**src/source/memsys_pkg.sv**
```systemverilog
package memsys_pkg;

  // Word address width, 256 words in the memory
  localparam int addr_w = 8;

  // Data word width
  localparam int data_w = 32;

  // One write strobe per byte lane
  localparam int strb_w = data_w / 8;

  // Tag chosen by the client and returned with its read data
  localparam int tag_w = 4;

  // Client number width, clients 0 and 1
  localparam int client_w = 1;

  // Metadata carried through the memory, client number above the tag
  localparam int meta_w = client_w + tag_w;

  // Number of words in the memory
  localparam int depth = 1 << addr_w;

endpackage
```
**src/source/sram_resp_router.sv**
```systemverilog
`timescale 1ns/1ps

module sram_resp_router
  import memsys_pkg::*;
(
  input  logic              clk,
  input  logic              rst_n,

  input  logic              sram_rd_resp_valid,
  output logic              sram_rd_resp_ready,
  input  logic [data_w-1:0] sram_rd_resp_data,
  input  logic [meta_w-1:0] sram_rd_resp_meta,

  output logic              c0_rsp_valid,
  input  logic              c0_rsp_ready,
  output logic [data_w-1:0] c0_rsp_data,
  output logic [tag_w-1:0]  c0_rsp_tag,

  output logic              c1_rsp_valid,
  input  logic              c1_rsp_ready,
  output logic [data_w-1:0] c1_rsp_data,
  output logic [tag_w-1:0]  c1_rsp_tag
);

  logic                full;
  logic [data_w-1:0]   hold_data;
  logic [tag_w-1:0]    hold_tag;
  logic [client_w-1:0] hold_client;

  logic to_c1;
  logic taken;
  logic load;

  assign to_c1 = (hold_client == client_w'(1));

  // Only the addressed client's ready can free the entry
  assign taken = full && (to_c1 ? c1_rsp_ready : c0_rsp_ready);

  assign sram_rd_resp_ready = !full || taken;
  assign load               = sram_rd_resp_valid && sram_rd_resp_ready;

  always_ff @(posedge clk) begin
    if (!rst_n) begin
      full <= 1'b0;
    end else if (load) begin
      full <= 1'b1;
    end else if (taken) begin
      full <= 1'b0;
    end
  end

  // Split metadata into return client and tag
  always_ff @(posedge clk) begin
    if (load) begin
      hold_data   <= sram_rd_resp_data;
      hold_tag    <= sram_rd_resp_meta[tag_w-1:0];
      hold_client <= sram_rd_resp_meta[meta_w-1 -: client_w];
    end
  end

  assign c0_rsp_valid = full && !to_c1;
  assign c1_rsp_valid = full && to_c1;

  // Payload goes to both ports, valid decides who owns it
  assign c0_rsp_data = hold_data;
  assign c0_rsp_tag  = hold_tag;
  assign c1_rsp_data = hold_data;
  assign c1_rsp_tag  = hold_tag;

endmodule

```
**config.mk**
```make
export PLATFORM = sky130hd
export DESIGN_NAME = sram_resp_router
export DESIGN_NICKNAME = d
export VERILOG_FILES = /design/src/source/memsys_pkg.sv /design/src/source/sram_resp_router.sv
export SDC_FILE = /design/constraint.sdc
export NUM_CORES = 1
export LEC_CHECK = 0
export ABC_CLOCK_PERIOD_IN_PS = 4500
export BUFFER_PORTS_ARGS = -buffer_cell sky130_fd_sc_hd__buf_2
export CORE_MARGIN = 10
export CORE_UTILIZATION = 38
export CTS_CLUSTER_DIAMETER = 120
export DETAILED_ROUTE_END_ITERATION = 10
export PLACE_DENSITY = 0.78
export SLEW_MARGIN = 20
export SYNTH_ARGS = -nofsm -noshare
export SYNTH_HDL_FRONTEND = slang
export SYNTH_SLANG_ARGS = --single-unit
```
**constraint.sdc**
```tcl
create_clock -name clk -period 4.5 [get_ports clk]
set_input_delay 0.675 -clock clk [delete_from_list [all_inputs] [get_ports clk]]
set_output_delay 0.675 -clock clk [all_outputs]
set_load 0.02 [all_outputs]
```
==> results of run 1 <==
stage by stage:
step	cells	worst slack (ns)
after floorplan	81	0.504
after global placement	209	2.32
after detailed placement	209	2.27
after CTS	217	2.46
after global routing	218	2.39
final	218	2.47
cell usage in the layout, fill, tap and decap left out:
cell type    n
a21boi_4     1
a22o_2       1
and2_1       1
and2_2       1
and2b_2      1
buf_16       1
buf_2      116
clkbuf_1     1
clkbuf_8     5
clkinv_1     1
clkinv_2     1
dfxtp_1      1
edfxtp_1    37
mux2i_1      1
nand2_1      1
power by group through the flow:
stage / Clock, W / Combinational, W / Sequential, W
after floorplan: 0 / 0.0000643 / 0.000462
after global placement: 0 / 0.000125 / 0.000432
after detailed placement: 0 / 0.000126 / 0.000434
after CTS: 0.000218 / 0.000126 / 0.000426
after global routing: 0.000239 / 0.000136 / 0.000428
final: 0.000208 / 0.000128 / 0.000425
cell type report:
| cell class | instances | area, um2 | area share [%] |
|---|---|---|---|
| clock buffer | 6 | 72.6 | 3.73 |
| clock inverter | 2 | 8.76 | 0.450 |
| multi-input combinational | 7 | 65.1 | 3.34 |
| sequential | 38 | 1130 | 58.1 |
| tap | 48 | 60.1 | 3.09 |
| timing repair buffer | 117 | 608 | 31.3 |
registers in the layout, indices dropped and copies added (netlist names):
register,flops
c0_rsp_data,32
c0_rsp_tag,4
full,1
hold_client,1
final timing paths:
path	startpoint	end
setup / recovery	c1_rsp_ready	sram_rd_resp_ready
hold reg to reg	full	full
setup reg to reg	hold_client	c0_rsp_data[24]
hold / removal	sram_rd_resp_data[25]	c0_rsp_data[25]
routing by layer:
layer | routed length, um | GRT usage, %
met1 | 989 | 8.39
met2 | 1760 | 17.5
met3 | 577 | 6.33
met4 | 32 | 3.06
met5 | 14 | 0
cells by family (layout without fill, tap and decap cells):
logic type / count (synthesis) / after routing / share of synthesized area (%)
buf+inv: 36 / 125 / 18.6
flops: 38 / 38 / 77.7
simple gates: 4 / 4 / 1.81
mux: 1 / 1 / 0.688
compound gates: 2 / 2 / 1.20
==> impl_metrics.json, run 1 <==
{
  "whs_ns": 0.565,
  "ys_seq_elements": 38,
  "period_share_pct": 45.2,
  "synth_edf_count": 37,
  "hold_class": "input port to register",
  "path_depth": 4,
  "post-route-util_pct": 52.7,
  "holdPathStages": 1,
  "p_int_w": 0.000567,
  "grt_pass1_wl_um": 4820,
  "yosysTopAreaCellShare_pct": 76.4,
  "nFillCells": 331,
  "ioPinCount": 117,
  "power.net_switching_w": 0.000194,
  "final_max_slew_viol_count": 0,
  "fin_crit_ns": 2.03,
  "max_freq_ghz": 0.492,
  "setup_viol": 0,
  "critPathArrivalTime_ns": 1.36,
  "die_area_mm2": 0.00670,
  "async_flop_share_pct": 0,
  "drc": 0,
  "startpoint_type": "input port",
  "wl_per_cell_um": 15.5,
  "syn_to_final_growth_pct": 33.7,
  "ys.flop_type": "edfxtp_1",
  "drt_pass1_iterations": 2,
  "crit_fanout": 3,
  "wl_um": 3370,
  "vias": 869,
  "cellPowerDensity_mw_per_mm2": 391,
  "cts_tree": "built",
  "vias_per_cell": 3.99,
  "final_hold_viol_count": 0,
  "crit_required_ns": 3.83,
  "syn_inst": 81,
  "ys_seq_area_share_pct": 77.7,
  "num_antenna_cells": 0,
  "synth.area.top_cells": "edfxtp_1, buf_4, dfxtp_1, a22o_2, mux2i_1",
  "regToRegSetupSlack_ns": 2.83,
  "yosys.area.top_type": "edfxtp_1",
  "critPathMostFrequentCell": "buf_2",
  "ys_types": 10,
  "r2r_cells": 3,
  "worst_pin_slew_ns": 0.543,
  "peakVddDrop_uv": 230,
  "cts-root-buf": "clkbuf_8",
  "antenna_left": 0,
  "grt-ovfl-total": 0,
  "tns_ns": 0,
  "swShare_pct": 25.5,
  "first_global_vias": 954,
  "fp.coreArea_mm2": 0.00369,
  "start_util_pct": 39.5,
  "io_buffers": 116,
  "htree_levels": 2,
  "rsz0062_at_grt": "false",
  "cap_violations": 0,
  "die_h_um": 81.9,
  "total_leakage_power_nw": 0.910,
  "cts_buffers": 5,
  "place.gp.congestion": 0.693,
  "combPwrFrac_pct": 16.8,
  "crit_buf_inv": 2,
  "fp.dieW_um": 81.9,
  "yosys.cell_count.top_type": "edfxtp_1",
  "path_cells": "buf_2, mux2i_1, nand2_1, buf_2",
  "p_clk_share_pct": 27.4,
  "path_delay_family": "multiplexers",
  "cts_buffer_depth": 2,
  "nNetsFinal": 211,
  "drive_above_1_share_pct": 74.7,
  "clk_latency_ns": 0.28,
  "placed_cell_area_mm2": 0.00184,
  "slowest_stage": "mux2i_1",
  "slew_headroom_pct": 63.7,
  "design_area_mm2": 0.00195,
  "antenna_found_initial": 1,
  "endpoint_kind": "output port",
  "dr.first_iter.drc_count": 36,
  "cts_num_sinks": 38,
  "avgSynthCellArea_um2": 18.0,
  "critPathMaxStageDelay_ns": 0.34,
  "clk_pin_slew_ns": 0.07,
  "yosysWarnings": 0,
  "status": "completed",
  "finClkSkew_ns": 0.00572,
  "seqPwrFrac_pct": 55.9,
  "ys_top_cells_by_count": "edfxtp_1, buf_4",
  "synth_fp_nets": 123,
  "std_cell_rows": 22,
  "hold_buffers": 0,
  "track_usage_pct": 9.63,
  "cts_setup_buffers": 0,
  "netlist_area_mm2": 0.00146,
  "crit_type": "input port to output port",
  "cts_resized": 0,
  "total_power_w": 0.000761,
  "grt_max_degree": 38
}
Power figures use the tool's default switching activity.
==> run 2, diff against run 1 <==
ABC_CLOCK_PERIOD_IN_PS = 1920   (was 4500)
clock period = 1.92 ns   (was 4.5 ns; I/O delays follow)
==> run 2 against run 1 <==
  * Cell count is 0.46% higher
  * Critical path depth down 1
  * Global-route usage grew 1.4 points
  * Critical endpoint unchanged
==> impl_metrics.json, run 2 (same netlist as run 1, synthesis figures left out) <==
{
  "path_delay_family": "flip-flops",
  "cap_violations": 0,
  "min_from": "sram_rd_resp_data[0]",
  "place_ws_ns": 0.486,
  "hold_buffers": 0,
  "cts_resized": 0,
  "mostFrequentLayoutCell": "buf_2",
  "cts_buffers": 5,
  "peakVddDrop_uv": 563,
  "dr.first_iter.drc_count": 21,
  "grt_pass1_wl_um": 5370,
  "total_power_w": 0.00183,
  "wl_um": 3770,
  "antenna_left": 0,
  "place_hpwl_um": 3190,
  "cellPowerDensity_mw_per_mm2": 941,
  "startpoint_type": "register",
  "setup_viol": 0,
  "fp.coreArea_mm2": 0.00369,
  "grt-ovfl-total": 0,
  "endpoint_kind": "output port",
  "vias_per_cell": 4.15,
  "io_buffers": 116,
  "nNetsFinal": 212,
  "path_depth": 3,
  "total_leakage_power_nw": 0.913,
  "antenna_found_initial": 0,
  "status": "completed",
  "drt_pass1_iterations": 4,
  "wl_per_cell_um": 17.2,
  "cts_setup_buffers": 0,
  "fp.dieW_um": 81.9,
  "track_usage_pct": 11.0,
  "std_cell_rows": 22,
  "ioPinCount": 117,
  "die_area_mm2": 0.00670,
  "holdPathStages": 1,
  "crit_fanout": 3,
  "num_antenna_cells": 0,
  "drive_above_1_share_pct": 75.4,
  "start_util_pct": 39.5,
  "cts_num_sinks": 38,
  "clk_pin_slew_ns": 0.07,
  "final_max_slew_viol_count": 0,
  "drc": 0,
  "tns_ns": 0,
  "place.gp.congestion": 0.707,
  "critPathMaxStageDelay_ns": 0.41,
  "grt_max_degree": 21,
  "setup.worst_path.end": "sram_rd_resp_ready",
  "r2r_cells": 3,
  "htree_levels": 2,
  "path_cells": "mux2i_1, nand2_1, buf_2",
  "regToRegSetupSlack_ns": 0.50,
  "dp_cells": 211,
  "max_freq_ghz": 0.623,
  "fin_crit_ns": 1.60,
  "fin_cells": 219,
  "critPathArrivalTime_ns": 1.32,
  "cts_buffer_depth": 2,
  "cts-root-buf": "clkbuf_8",
  "crit_required_ns": 1.63,
  "worstReg2RegEnd": "c0_rsp_data[27]",
  "largest_reg_flops": 32,
  "setup_slack_ns": 0.315,
  "clk_latency_ns": 0.27,
  "syn_to_final_growth_pct": 33.5,
  "hold_class": "input port to register",
  "cp-startpoint": "hold_client",
  "slowest_stage": "edfxtp_1",
  "worst_pin_slew_ns": 0.400,
  "vias": 908,
  "reg2reg_from": "hold_client",
  "crit_type": "register to output port",
  "layout_common_cells": "buf_2, edfxtp_1, clkbuf_8, buf_4",
  "cts_tree": "built",
  "finClkSkew_ns": 0.00243,
  "whs_ns": 0.183,
  "die_h_um": 81.9,
  "period_share_pct": 83.6,
  "rsz0062_at_grt": "false",
  "final_hold_viol_count": 0,
  "crit_buf_inv": 1,
  "first_global_vias": 1024,
  "slew_headroom_pct": 72.6,
  "nFillCells": 326
}
-- run 2: changes by cell type in the layout (fill, tap and decap cells not counted), sizes merged --
cell,delta
clkinv,-1
clkbuf,+1
buf,+1
-- run 2: report_power, final --
group | switching, W | internal, W | total [W]
clock network | 0.000244 | 0.000289 | 0.000534
logic | 0.000195 | 0.000102 | 0.000297
registers | 0.0000246 | 0.000974 | 0.000998
total | 0.000464 | 0.00136 | 0.00183
-- run 2: how the worst min path moves through the flow --
| stage | end |
|---|---|
| detailed placement | c0_rsp_data[19] |
| CTS | c0_rsp_data[0] |
| global placement | c0_rsp_data[29] |
| global route | c0_rsp_data[9] |
| finish | c0_rsp_data[0] |
| floorplan | c0_rsp_data[0] |
-- run 2: layout make-up --
type	count	area (um2)	share of cell area, %
multi-input cells	7	65.1	3.35
clock inverters	1	5.00	0.258
clock buffers	7	86.3	4.44
repair buffers	118	596	30.7
well taps	48	60.1	3.09
flip-flops and latches	38	1130	58.2
-- run 2: stage by stage --
stage,utilization (%),cell area [um2]
floorplan,-,1470
global placement,50.2,1850
detailed placement,50.2,1850
CTS,52.7,1940
global route,52.7,1940
finish,52.7,1940
-- run 2: metal layers --
layer / track usage [%] / wire length [um] / vias to the layer above
li1: - / - / 425
met1: 11.0 / 1310 / 403
met2: 16.6 / 1730 / 78
met3: 9.93 / 713 / 2
met4: 3.06 / 17 / 0
met5: 0 / 0 / -
==> run 3, diff against run 2 <==
ABC_AREA = 1   (was default)
ABC_CLOCK_PERIOD_IN_PS = 1550   (was 1920)
clock period = 1.55 ns   (was 1.92 ns; I/O delays follow)
==> run 3 against run 2 <==
  * Core utilization is 0.41 points higher
  * Sequential power rose by 23%
  * Worst hold slack got worse by 0.059 ns
  * Highest routed layer unchanged
  * Largest power group unchanged
  * Die area is 0.39% higher
==> impl_metrics.json, run 3 <==
{
  "status": "completed",
  "max_freq_ghz": 0.706,
  "start_util_pct": 39.7,
  "slowest_stage": "edfxtp_1",
  "netlist_area_mm2": 0.00146,
  "place_hpwl_um": 3110,
  "cts_buffer_depth": 2,
  "drc": 0,
  "crit_required_ns": 1.32,
  "dr.first_iter.drc_count": 19,
  "cts-root-buf": "clkbuf_8",
  "grt_pass1_wl_um": 5280,
  "multiInputGateArea_um2": 57.6,
  "yosys.area.top_type": "edfxtp_1",
  "antenna_found_initial": 0,
  "avgSynthCellArea_um2": 17.0,
  "setup_slack_ns": 0.133,
  "yosysTopAreaCellShare_pct": 76.0,
  "final_max_slew_viol_count": 0,
  "drt_pass1_iterations": 2,
  "ys_top_cells_by_count": "edfxtp_1, buf_4, inv_1",
  "synth.area.top_cells": "edfxtp_1, buf_4, dfxtp_1, inv_1, nand3_2",
  "final_hold_viol_count": 0,
  "nNetsFinal": 217,
  "first_global_vias": 1084,
  "holdPathStages": 1,
  "reg2reg_from": "hold_client",
  "async_flop_share_pct": 0,
  "largest_reg_flops": 32,
  "peakVddDrop_uv": 652,
  "cellPowerDensity_mw_per_mm2": 1130,
  "whs_ns": 0.124,
  "register_area_mm2": 0.00113,
  "track_usage_pct": 10.7,
  "critPathArrivalTime_ns": 1.18,
  "die_h_um": 82.0,
  "setup_viol": 0,
  "synth_fp_nets": 128,
  "layout_common_cells": "buf_2, edfxtp_1, clkbuf_8, inv_1",
  "cts_setup_buffers": 0,
  "clk_latency_ns": 0.28,
  "hold_class": "input port to register",
  "clk_pin_slew_ns": 0.07,
  "cts_buffers": 5,
  "grt_max_degree": 24,
  "wl_um": 3630,
  "cp-startpoint": "hold_client",
  "ys_seq_elements": 38,
  "place_ws_ns": 0.229,
  "synth_edf_count": 37,
  "place.gp.congestion": 0.686,
  "wl_per_cell_um": 16.2,
  "ioPinCount": 117,
  "num_antenna_cells": 0,
  "endpoint_kind": "output port",
  "fp.dieW_um": 82.0,
  "grt-ovfl-total": 0,
  "crit_fanout": 4,
  "path_cells": "nand2_1, nand3_2, buf_2",
  "drive_above_1_share_pct": 73.9,
  "critPathMaxStageDelay_ns": 0.45,
  "syn_to_final_growth_pct": 33.9,
  "period_share_pct": 91.4,
  "rsz0062_at_grt": "false",
  "std_cell_rows": 22,
  "ys_types": 11,
  "cts_resized": 0,
  "min_from": "sram_rd_resp_data[0]",
  "ys_seq_area_share_pct": 77.3,
  "mostFrequentLayoutCell": "buf_2",
  "syn_inst": 86,
  "cts_num_sinks": 38,
  "r2r_cells": 3,
  "worst_pin_slew_ns": 0.212,
  "io_buffers": 116,
  "vias": 936,
  "total_power_w": 0.00222,
  "finClkSkew_ns": 0.00336,
  "design_area_mm2": 0.00196,
  "nFillCells": 318,
  "total_leakage_power_nw": 0.925,
  "placed_cell_area_mm2": 0.00188,
  "vias_per_cell": 4.18,
  "yosysWarnings": 0,
  "antenna_left": 0,
  "cap_violations": 0,
  "slew_headroom_pct": 85.9,
  "die_area_mm2": 0.00673,
  "startpoint_type": "register",
  "hold_buffers": 0,
  "ys.flop_type": "edfxtp_1",
  "yosys.cell_count.top_type": "edfxtp_1",
  "htree_levels": 2,
  "fp.coreArea_mm2": 0.00369,
  "cts_tree": "built",
  "fin_crit_ns": 1.42,
  "crit_type": "register to output port"
}
run 3: kinds of logic (layout without fill, tap and decap cells):
| family | Yosys count | after routing | synth area share [%] |
|---|---|---|---|
| buffers and inverters | 41 | 131 | 19.8 |
| DFF | 38 | 38 | 77.3 |
| and+or+nand+nor | 5 | 5 | 1.88 |
| AOI/OAI and AO/OA | 2 | 2 | 1.03 |
run 3: final cells by class:
| cell class | count | share of cell area (%) |
|---|---|---|
| tap | 48 | 3.07 |
| timing repair buffer | 118 | 31.1 |
| clock inverter | 2 | 0.511 |
| inverter | 5 | 0.958 |
| clock buffer | 6 | 3.71 |
| multi-input combinational | 7 | 2.94 |
| sequential | 38 | 57.8 |
run 3: where the power goes:
group	total, W	internal (W)	leakage, nW	switching, W
Clock	0.000617	0.000311	0.0450	0.000306
Sequential	0.00123	0.00120	0.366	0.0000300
Combinational	0.000371	0.000127	0.514	0.000243
run 3: critical path: cells and delay by family, from the launching register on:
kind	cells	cell delay [ns]
buffers and inverters	1	0.17
flip-flops	1	0.45
AND/OR/NAND/NOR	2	0.28
run 3: stage by stage:
step	TNS [ns]	utilization, %	cells
floorplan	-3.31	-	86
global placement	0	50.8	216
detailed placement	0	50.8	216
CTS	0	53.1	224
global route	0	53.1	224
finish	0	53.1	224
run 3: per-layer routing:
metal	vias to the layer above	track usage, %	share of wire [%]	wire length (um)
met2	80	16.5	47	1700
li1	436	-	-	-
met4	0	4.59	1.7	60
met5	-	0	0	0
met1	413	10.2	33	1190
met3	7	8.62	19	686
run 3: path summary, 6_finish.rpt:
| kind | to | slack [ns] |
|---|---|---|
| max | sram_rd_resp_ready | 0.13 |
| min | c0_rsp_data[0] | 0.12 |
| max reg2reg | c0_rsp_data[27] | 0.21 |
| min reg2reg | full | 0.55 |
