==> src/source/memsys_pkg.sv <==
package memsys_pkg;

  // Word address width, 256 words in the memory
  localparam int addr_w = 8;

  // Data word width
  localparam int data_w = 32;

  // One write strobe per byte lane
  localparam int strb_w = data_w / 8;

  // Tag chosen by the client and returned with its read data
  localparam int tag_w = 4;

  // Client number width, clients 0 and 1
  localparam int client_w = 1;

  // Metadata carried through the memory, client number above the tag
  localparam int meta_w = client_w + tag_w;

  // Number of words in the memory
  localparam int depth = 1 << addr_w;

endpackage
==> src/source/sram_cmd_arbiter.sv <==
`timescale 1ns/1ps

module sram_cmd_arbiter
  import memsys_pkg::*;
(
  input  logic              clk,
  input  logic              rst_n,

  input  logic              c0_cmd_valid,
  output logic              c0_cmd_ready,
  input  logic [addr_w-1:0] c0_cmd_addr,
  input  logic              c0_cmd_wr_en,
  input  logic [data_w-1:0] c0_cmd_wr_data,
  input  logic [strb_w-1:0] c0_cmd_wr_strb,
  input  logic [tag_w-1:0]  c0_cmd_tag,

  input  logic              c1_cmd_valid,
  output logic              c1_cmd_ready,
  input  logic [addr_w-1:0] c1_cmd_addr,
  input  logic              c1_cmd_wr_en,
  input  logic [data_w-1:0] c1_cmd_wr_data,
  input  logic [strb_w-1:0] c1_cmd_wr_strb,
  input  logic [tag_w-1:0]  c1_cmd_tag,

  output logic              sram_cmd_valid,
  input  logic              sram_cmd_ready,
  output logic [addr_w-1:0] sram_cmd_addr,
  output logic [meta_w-1:0] sram_cmd_meta,
  output logic              sram_cmd_wr_en,
  output logic [data_w-1:0] sram_cmd_wr_data,
  output logic [strb_w-1:0] sram_cmd_wr_strb
);

  // Client that won the last accepted command
  logic last_winner;

  logic grant_c0;
  logic grant_c1;
  logic cmd_fire;
  logic [client_w-1:0] sel_client;
  logic [tag_w-1:0]    sel_tag;

  // A lone requester always wins, a tie goes to whoever did not win last time
  assign grant_c0 = c0_cmd_valid && (!c1_cmd_valid || last_winner);
  assign grant_c1 = c1_cmd_valid && (!c0_cmd_valid || !last_winner);

  assign sram_cmd_valid = c0_cmd_valid || c1_cmd_valid;

  // The losing client is held off, an idle port may see ready without effect
  assign c0_cmd_ready = sram_cmd_ready && !grant_c1;
  assign c1_cmd_ready = sram_cmd_ready && !grant_c0;

  assign cmd_fire = sram_cmd_valid && sram_cmd_ready;

  assign sel_client = client_w'(grant_c1);

  // Field mux onto the memory command
  always_comb begin
    if (grant_c1) begin
      sram_cmd_addr    = c1_cmd_addr;
      sram_cmd_wr_en   = c1_cmd_wr_en;
      sram_cmd_wr_data = c1_cmd_wr_data;
      sram_cmd_wr_strb = c1_cmd_wr_strb;
      sel_tag          = c1_cmd_tag;
    end else begin
      sram_cmd_addr    = c0_cmd_addr;
      sram_cmd_wr_en   = c0_cmd_wr_en;
      sram_cmd_wr_data = c0_cmd_wr_data;
      sram_cmd_wr_strb = c0_cmd_wr_strb;
      sel_tag          = c0_cmd_tag;
    end
  end

  // The router uses the upper bits to find the way back
  assign sram_cmd_meta = {sel_client, sel_tag};

  // Reset to client 1 as last winner so client 0 goes first
  always_ff @(posedge clk) begin
    if (!rst_n) begin
      last_winner <= 1'b1;
    end else if (cmd_fire) begin
      last_winner <= grant_c1;
    end
  end

endmodule

==> config.mk <==
export PLATFORM = sky130hd
export DESIGN_NAME = sram_cmd_arbiter
export DESIGN_NICKNAME = d
export VERILOG_FILES = /design/src/source/memsys_pkg.sv /design/src/source/sram_cmd_arbiter.sv
export SDC_FILE = /design/constraint.sdc
export NUM_CORES = 1
export LEC_CHECK = 0
export ABC_AREA = 1
export BUFFER_PORTS_ARGS = -buffer_cell sky130_fd_sc_hd__buf_2
export CAP_MARGIN = 10
export CORE_AREA = 2 2 60 62
export CTS_BUF_LIST = sky130_fd_sc_hd__clkbuf_4
export DETAILED_ROUTE_END_ITERATION = 8
export DIE_AREA = 0 0 62 64
export PLACE_DENSITY_LB_ADDON = 0.12
export SETUP_SLACK_MARGIN = 0.05
export SLEW_MARGIN = 10
export SYNTH_ARGS = -nofsm -noshare
export SYNTH_HDL_FRONTEND = slang
export SYNTH_SLANG_ARGS = --single-unit
==> constraint.sdc <==
create_clock -name clk -period 1.2 [get_ports clk]
set_input_delay 0.12 -clock clk [delete_from_list [all_inputs] [get_ports clk]]
set_output_delay 0.12 -clock clk [all_outputs]
set_load 0.005 [all_outputs]
==> results.cfg, run 1 <==
[outcome]
status = completed

[finish]
final_layout_size_suffix_gt1_frac = 0.517
final_area_sq_mm = 0.00162
area_delta_synth_final_pct = 127
largest_register_ff_count = 1
top_register = last_winner
reg.largest.list = last_winner: 1 flops
diodes = 0
fin_nets = 428

[worst_setup_path]
critPathCaptureType = output port
critPathMaxStageDelay_ns = 0.31
rrSetupSlack_ns = 0.41
path_delay_family = buffers and inverters
r2r_end = last_winner
path_cells = nand2_2, nand2_4, inv_8, clkbuf_16, nand2_1, nand2_1, buf_2
reg2reg_depth = 4
crit_path_top_delay_cell = dfxtp_2
cp_data_arrival_time_ns = 0.98
cp.buffers_inverters = 3
worstPathMaxFanout = 14
r2r-start = last_winner
path_common_cell = nand2_1
path_depth = 7
start_kind = flip-flop
critPathKind = reg -> out
cp_data_required_time_ns = 1.08

[global_route]
grt.overflow.total = 0
antenna_found_initial = 0
grt_max_degree = 29
grt_pass1_vias = 1255
grt_pass1_wl_mm = 4.75
grt_usage = 0.145

[clock_network]
clock_latency_ns = 0
path_clk_slew_ns = 0
cts_hold_buffers = 0

[hold_path]
hold_class = in -> reg
worstHoldPathCells = 2
min-delay-start = rst_n
holdPathEnd = last_winner

[placement]
place_hpwl_mm = 2.79
place_ws_ns = 0.0454
gp_congestion = 0.729
dpl_cell_area_sq_mm = 0.00154
port_buffers = 155

[yosys]
yosysMostFrequentCell = nand2_1
avgSynthCellArea_sq_um = 4.15
ys_ff_latch = 1
synth_enable_flop_cells = 0
yosysSeqAreaShare = 0.0281
yosysTopAreaCell = nand2_1
syn-instance-count = 172
synthTopCellsByArea = nand2_1 79%, buf_4 6.3%, buf_6 3.2%, dfxtp_1 2.8%, buf_2 2.1%
async_reset_ff_frac = 0
synth_area_sq_um = 713
synthDistinctLibCells = 13
synth_top_area_frac = 0.789
ys.warnings.count = 0
synthTopCellsByCount = 150 x nand2_1, 6 x buf_4, 3 x buf_2
synth_flop_cell = dfxtp_1
syn_nets = 275

[power]
power.leakage_nw = 1.17
p_comb_frac = 0.943
switching_share = 0.429
p_int_mw = 0.396
power_frac_clock = 0
switchingPower_mw = 0.297
peakVddDrop_mv = 0.307
p_seq_frac = 0.057
pwr_density_cell_mw_per_mm2 = 428

[sta]
fmax_mhz = 906
skew_ns = 0
slew_headroom = 0.903
drv_slew = 0
tightest_slew_ns = 0.143
fin_crit_sh = 0.919
hold_viol = 0
setup-tns-final_ns = 0
fin_crit_ns = 1.10
setup_slack_ns = 0.0968
whs_ns = 0.307
rsz0062_at_grt = false
setup_viol = 0

[floorplanning]
row_count = 21
die_h_um = 64
die_w_um = 62
start_util = 0.217
core_area_sq_mm = 0.00328
boundaryPins = 156
die_area_sq_mm = 0.00397

[drt]
routedWlPerCell_um = 9.41
drt-initial-drc-count = 54
vias = 1487
routed_wl_mm = 3.47
final_antenna_net_count = 0
drc_errors = 0
avgViaCountPerCell = 4.03
firstDrtPassIters = 4

[run]
max_cap_viol_count = 0
cells by family after synthesis:
| group | after synthesis | share of synthesized area |
|---|---|---|
| buffers and inverters | 14 | 0.132 |
| and+or+nand+nor | 155 | 0.826 |
| DFF | 1 | 0.0281 |
| AOI/OAI and AO/OA | 2 | 0.0140 |
timing repair:
item | CTS | global route
gates cloned | 0 | 2
pin swaps | 0 | 2
setup buffers | 0 | 1
setup endpoints to repair | 6 | 50
resized for setup | 1 | 5
worst max path at each step:
stage	start	end
floorplan	last_winner	sram_cmd_wr_data[21]
global placement	last_winner	sram_cmd_wr_strb[3]
detailed placement	last_winner	sram_cmd_wr_data[23]
CTS	last_winner	sram_cmd_wr_data[23]
global route	last_winner	sram_cmd_meta[3]
finish	last_winner	sram_cmd_wr_data[13]
placed cells by master (no fill, tap or decap):
cell	instances
buf_2	155
nand2_1	149
buf_12	4
inv_1	2
nand3_1	2
clkbuf_16	2
nand2_2	1
nand2_4	1
inv_8	1
a21oi_1	1
or2_2	1
nor2_1	1
o21ai_0	1
dfxtp_2	1
buf_4	1
worst reg2reg max path: cells and delay by family, from the launching register on:
family | cells | cell delay (ns)
flops | 1 | 0.31
simple gates | 3 | 0.21
buf+inv | 1 | 0.14
power by group through the flow:
stage	Clock, mW	Combinational [mW]	Sequential (mW)
global route	0	0.743	0.0393
CTS	0	0.624	0.0379
floorplan	0	0.266	0.0376
detailed placement	0	0.621	0.0379
finish	0	0.653	0.0392
global placement	0	0.619	0.0377
final cells by class:
cell class	instances	area [sq um]
tap	46	57.6
multi-input combinational	157	607
sequential	1	21.3
timing repair buffer	162	913
inverter	3	18.8
fill	368	1670
through the flow:
step | utilization | cells | total power, mW
after CTS | 0.471 | 366 | 0.662
after floorplan | - | 172 | 0.304
after detailed placement | 0.470 | 366 | 0.659
after global routing | 0.493 | 369 | 0.783
after global placement | 0.470 | 366 | 0.657
final | 0.493 | 369 | 0.692
routing by layer:
metal,GRT usage,wire (um)
met5,0,0
met4,0.00798,22
met3,0.0101,413
met2,0.306,1700
met1,0.148,1340
(Power assumes the default switching activity.)
==> run 2: changes to the inputs <==
--- a/config.mk
+++ b/config.mk
@@ -12,9 +12,9 @@
 export CTS_BUF_LIST = sky130_fd_sc_hd__clkbuf_4
 export DETAILED_ROUTE_END_ITERATION = 8
 export DIE_AREA = 0 0 62 64
+export GPL_TIMING_DRIVEN = 0
 export PLACE_DENSITY_LB_ADDON = 0.12
 export SETUP_SLACK_MARGIN = 0.05
-export SLEW_MARGIN = 10
 export SYNTH_ARGS = -nofsm -noshare
 export SYNTH_HDL_FRONTEND = slang
 export SYNTH_SLANG_ARGS = --single-unit
==> run 2 against run 1 <==
Compared with the run above:
- die area stayed put
- final cell count grew 2.4%
- maximum frequency is 1.4% lower
- routed wire length fell by 1.4%
==> results.cfg, run 2 (synthesized netlist as in run 1, its figures left out) <==
[global_route]
grt_pass1_wl_mm = 4.81
grt_usage = 0.147
antenna_found_initial = 0
grt.overflow.total = 0
grt_pass1_vias = 1197
grt_max_degree = 11

[floorplanning]
die_w_um = 62
row_count = 21
core_area_sq_mm = 0.00328
boundaryPins = 156
die_h_um = 64
start_util = 0.217
die_area_sq_mm = 0.00397

[placement]
dpl_cell_area_sq_mm = 0.00155
port_buffers = 155
gp_congestion = 0.785
place_hpwl_mm = 2.86
place_ws_ns = 0.0129

[clock_network]
cts_hold_buffers = 0
clock_latency_ns = 0
path_clk_slew_ns = 0

[finish]
top_register = last_winner
final_common_cell = buf_2
final_area_sq_mm = 0.00171
final_layout_size_suffix_gt1_frac = 0.575
fillCellCount = 358
diodes = 0
final_cell_mix = 155 x buf_2, 134 x nand2_1, 14 x nand2_2
largest_register_ff_count = 1
reg.largest.list = last_winner: 1 flops
fin_nets = 437
final_core_utilization = 0.520
area_delta_synth_final_pct = 140

[sta]
setup_slack_ns = 0.0810
setup-tns-final_ns = 0
fin_crit_sh = 0.933
tightest_slew_ns = 0.128
skew_ns = 0
setup_viol = 0
fin_crit_ns = 1.12
slew_headroom = 0.914
drv_slew = 0
hold_viol = 0
fmax_mhz = 894
rsz0062_at_grt = true

[worst_setup_path]
start_kind = flip-flop
crit_path_top_delay_cell = dfxtp_2
reg2reg_depth = 4
critPathCaptureType = output port
critPathMaxStageDelay_ns = 0.30
r2r-start = last_winner
crit_path_start = last_winner
cp_data_required_time_ns = 1.08
rrSetupSlack_ns = 0.43
path_common_cell = nand2_2
critPathKind = reg -> out
path_cells = nand2_2, nand2_4, buf_8, clkbuf_16, nand2_2, nand2_1, buf_2
r2r_end = last_winner
cp_data_arrival_time_ns = 1.00
worstPathMaxFanout = 6

[hold_path]
min-delay-start = rst_n
holdPathEnd = last_winner
hold_class = in -> reg
worstHoldPathCells = 2

[drt]
drt-initial-drc-count = 32
vias = 1510
firstDrtPassIters = 5
drc_errors = 0
final_antenna_net_count = 0
routed_wl_mm = 3.42
routedWlPerCell_um = 9.06
avgViaCountPerCell = 3.99

[power]
power.leakage_nw = 1.21
pwr_density_cell_mw_per_mm2 = 427
p_total_mw = 0.729
switching_share = 0.426
p_seq_frac = 0.053
p_int_mw = 0.418
p_comb_frac = 0.947
peakVddDrop_mv = 0.245
power_frac_clock = 0
switchingPower_mw = 0.311

[outcome]
status = completed

[run]
max_cap_viol_count = 0
## run 2: worst max path at each step
stage	cells past startpoint	slack, ns	end
finish	7	0.08	sram_cmd_wr_data[30]
CTS	7	0.06	sram_cmd_wr_data[30]
global route	7	0.04	sram_cmd_wr_data[22]
global placement	6	0.01	sram_cmd_meta[4]
floorplan	6	0.24	sram_cmd_wr_data[21]
detailed placement	7	0.01	sram_cmd_wr_strb[1]
## run 2: timing repair
item	4_1_cts	5_1_grt
resized for setup	3	31
pin swaps	1	5
setup buffers	0	4
endpoints found under the setup margin	49	47
gates cloned	0	1
## run 2: critical path, delay by kind of cell, from the launching register on
kind                   cells  cell delay [ns]
buffers and inverters      3             0.43
flip-flops                 1             0.30
AND/OR/NAND/NOR            4             0.27
## run 2: stage by stage
| stage | std cells | hold slack, ns |
|---|---|---|
| finish | 378 | 0.307 |
| global route | 378 | 0.335 |
| CTS | 373 | 0.316 |
| detailed placement | 373 | 0.315 |
| global placement | 373 | 0.315 |
| floorplan | 172 | 0.204 |
## run 2: power groups by stage
stage	combinational [mW]	clock [mW]	sequential [mW]
finish	0.690	0	0.0390
global route	0.781	0	0.0392
CTS	0.622	0	0.0383
detailed placement	0.614	0	0.0378
global placement	0.612	0	0.0379
floorplan	0.266	0	0.0376
## run 2: final cells by class
class                      instances  area [sq um]  area share
timing repair buffer             160           843       0.493
multi-input combinational        157           654       0.383
buffer                            11           116      0.0681
tap                               46          57.6      0.0337
sequential                         1          21.3      0.0124
inverter                           3          16.3     0.00952
## run 2: metal layers
layer / GRT usage / routed length (um)
met4: 0 / 0
met5: 0 / 0
met2: 0.314 / 1740
met3: 0.0121 / 353
met1: 0.150 / 1330
==> run 3: changes to the inputs <==
--- a/config.mk
+++ b/config.mk
@@ -14,7 +14,7 @@
 export DIE_AREA = 0 0 62 64
 export GPL_TIMING_DRIVEN = 0
 export PLACE_DENSITY_LB_ADDON = 0.12
-export SETUP_SLACK_MARGIN = 0.05
+export SETUP_SLACK_MARGIN = 0.15
 export SYNTH_ARGS = -nofsm -noshare
 export SYNTH_HDL_FRONTEND = slang
 export SYNTH_SLANG_ARGS = --single-unit
==> run 3 against run 2 <==
Compared with the run above:
- first-iteration DRC count shrank 19%
- register-to-register slack got worse by 0.13 ns
- worst setup slack improved by 0.045 ns
- routed wire length increased by 1.1%
- sequential share of layout area barely moved
- critical path depth unchanged
- final cell count unchanged
- cell area increased by 0.44%
- core utilization is 0.23 points higher
- global-route usage rose by 0.20 points
- combinational power increased by 0.7%
- highest routed layer unchanged
==> results.cfg, run 3 (synthesized netlist as in run 1, its figures left out) <==
[outcome]
status = completed

[worst_setup_path]
worstPathMaxFanout = 5
critPathCaptureType = output port
cp_data_arrival_time_ns = 0.95
critPathMaxStageDelay_ns = 0.33
path_cells = nand2_4, nand2_8, buf_6, buf_6, nand2_2, nand2_1, buf_2
crit_path_start = last_winner
cp.buffers_inverters = 3
path_common_cell = buf_6
critPathKind = reg -> out
crit_path_top_delay_cell = dfxtp_2
path_delay_family = buffers and inverters
start_kind = flip-flop
rrSetupSlack_ns = 0.30
cp_data_required_time_ns = 1.08
r2r-start = last_winner

[placement]
place_ws_ns = 0.0129
gp_congestion = 0.785
port_buffers = 155
dp.cells = 373
place_hpwl_mm = 2.86

[finish]
final_core_utilization = 0.523
final_common_cell = buf_2
final_cell_mix = 155 x buf_2, 131 x nand2_1, 16 x nand2_2
top_register = last_winner
diodes = 0
reg.largest.list = last_winner: 1 flops
final_layout_size_suffix_gt1_frac = 0.584
area_delta_synth_final_pct = 141
stdcell_count = 378
fin_nets = 437
largest_register_ff_count = 1

[global_route]
grt_pass1_vias = 1191
grt.overflow.total = 0
antenna_found_initial = 0
grt_usage = 0.149
grt_max_degree = 11
grt_pass1_wl_mm = 4.85

[power]
peakVddDrop_mv = 0.265
power.leakage_nw = 1.20
pwr_density_cell_mw_per_mm2 = 428
p_total_mw = 0.735

[drt]
drt-initial-drc-count = 26
avgViaCountPerCell = 4.05
vias = 1530
drc_errors = 0
firstDrtPassIters = 4
routedWlPerCell_um = 9.16
final_antenna_net_count = 0
routed_wl_mm = 3.46

[sta]
skew_ns = 0
setup_viol = 0
fin_crit_sh = 0.895
rsz0062_at_grt = true
fin_crit_ns = 1.07
setup_slack_ns = 0.126
fmax_mhz = 932
hold_viol = 0
drv_slew = 0
slew_headroom = 0.913
tightest_slew_ns = 0.129
setup-tns-final_ns = 0

[run]
max_cap_viol_count = 0

[floorplanning]
boundaryPins = 156
core_area_sq_mm = 0.00328
start_util = 0.217
die_h_um = 64
die_area_sq_mm = 0.00397
row_count = 21
die_w_um = 62

[clock_network]
cts_hold_buffers = 0
clock_latency_ns = 0
path_clk_slew_ns = 0

[hold_path]
min-delay-start = rst_n
hold_class = in -> reg
-- run 3: cell types whose count changed in the layout (fill, tap and decap cells not counted) --
| cell | delta |
|---|---|
| buf_4 | +1 |
| buf_6 | +1 |
| clkbuf_16 | -1 |
| clkbuf_4 | -1 |
| nand2_1 | -3 |
| nand2_2 | +2 |
| nand2_8 | +1 |
-- run 3: worst paths after layout --
kind                          end  cells past startpoint
max reg2reg           last_winner                      5
min                   last_winner                      2
max          sram_cmd_wr_data[28]                      7
min reg2reg           last_winner                      2
-- run 3: repair_timing --
item                                    CTS  global route
gates resized for setup                  21            18
pin swaps                                 2            13
endpoints found under the setup margin   50            50
cloned                                    1             0
setup buffers                             3             1
-- run 3: through the flow --
step / instance area [sq um] / hold WS (ns)
6_report: 1720 / 0.307
2_1_floorplan: 713 / 0.204
5_1_grt: 1720 / 0.335
3_3_place_gp: 1550 / 0.315
3_5_place_dp: 1550 / 0.315
4_1_cts: 1650 / 0.312
-- run 3: worst register-to-register path, stage by stage, from the launching register on --
cell and delay, ns:
dfxtp_2 0.33, nand2_4 0.07, buf_4 0.13, buf_4 0.12, nand3_1 0.06, nand3_1 0.07
-- run 3: metal layers --
layer | part of all wire | up-vias | track usage | wire length [um]
met4 | 0 | 0 | 0 | 0
li1 | - | 828 | - | -
met3 | 0.11 | 0 | 0.0121 | 376
met2 | 0.51 | 88 | 0.318 | 1770
met5 | 0 | - | 0 | 0
met1 | 0.38 | 614 | 0.153 | 1320
-- run 3: cell type report --
cell class              instances  area (sq um)
fillers                       358          1570
repair buffers                160           830
multi-input cells             157           676
plain buffers                  11           116
well taps                      46          57.6
flip-flops and latches          1          21.3
inverters                       3          16.3
-- run 3: report_power, final --
part	internal, mW	switching [mW]	leakage, nW	total, mW
sequential	0.0373	0.00259	0.00806	0.0399
combinational	0.380	0.315	1.19	0.695
clock	0	0	0	0
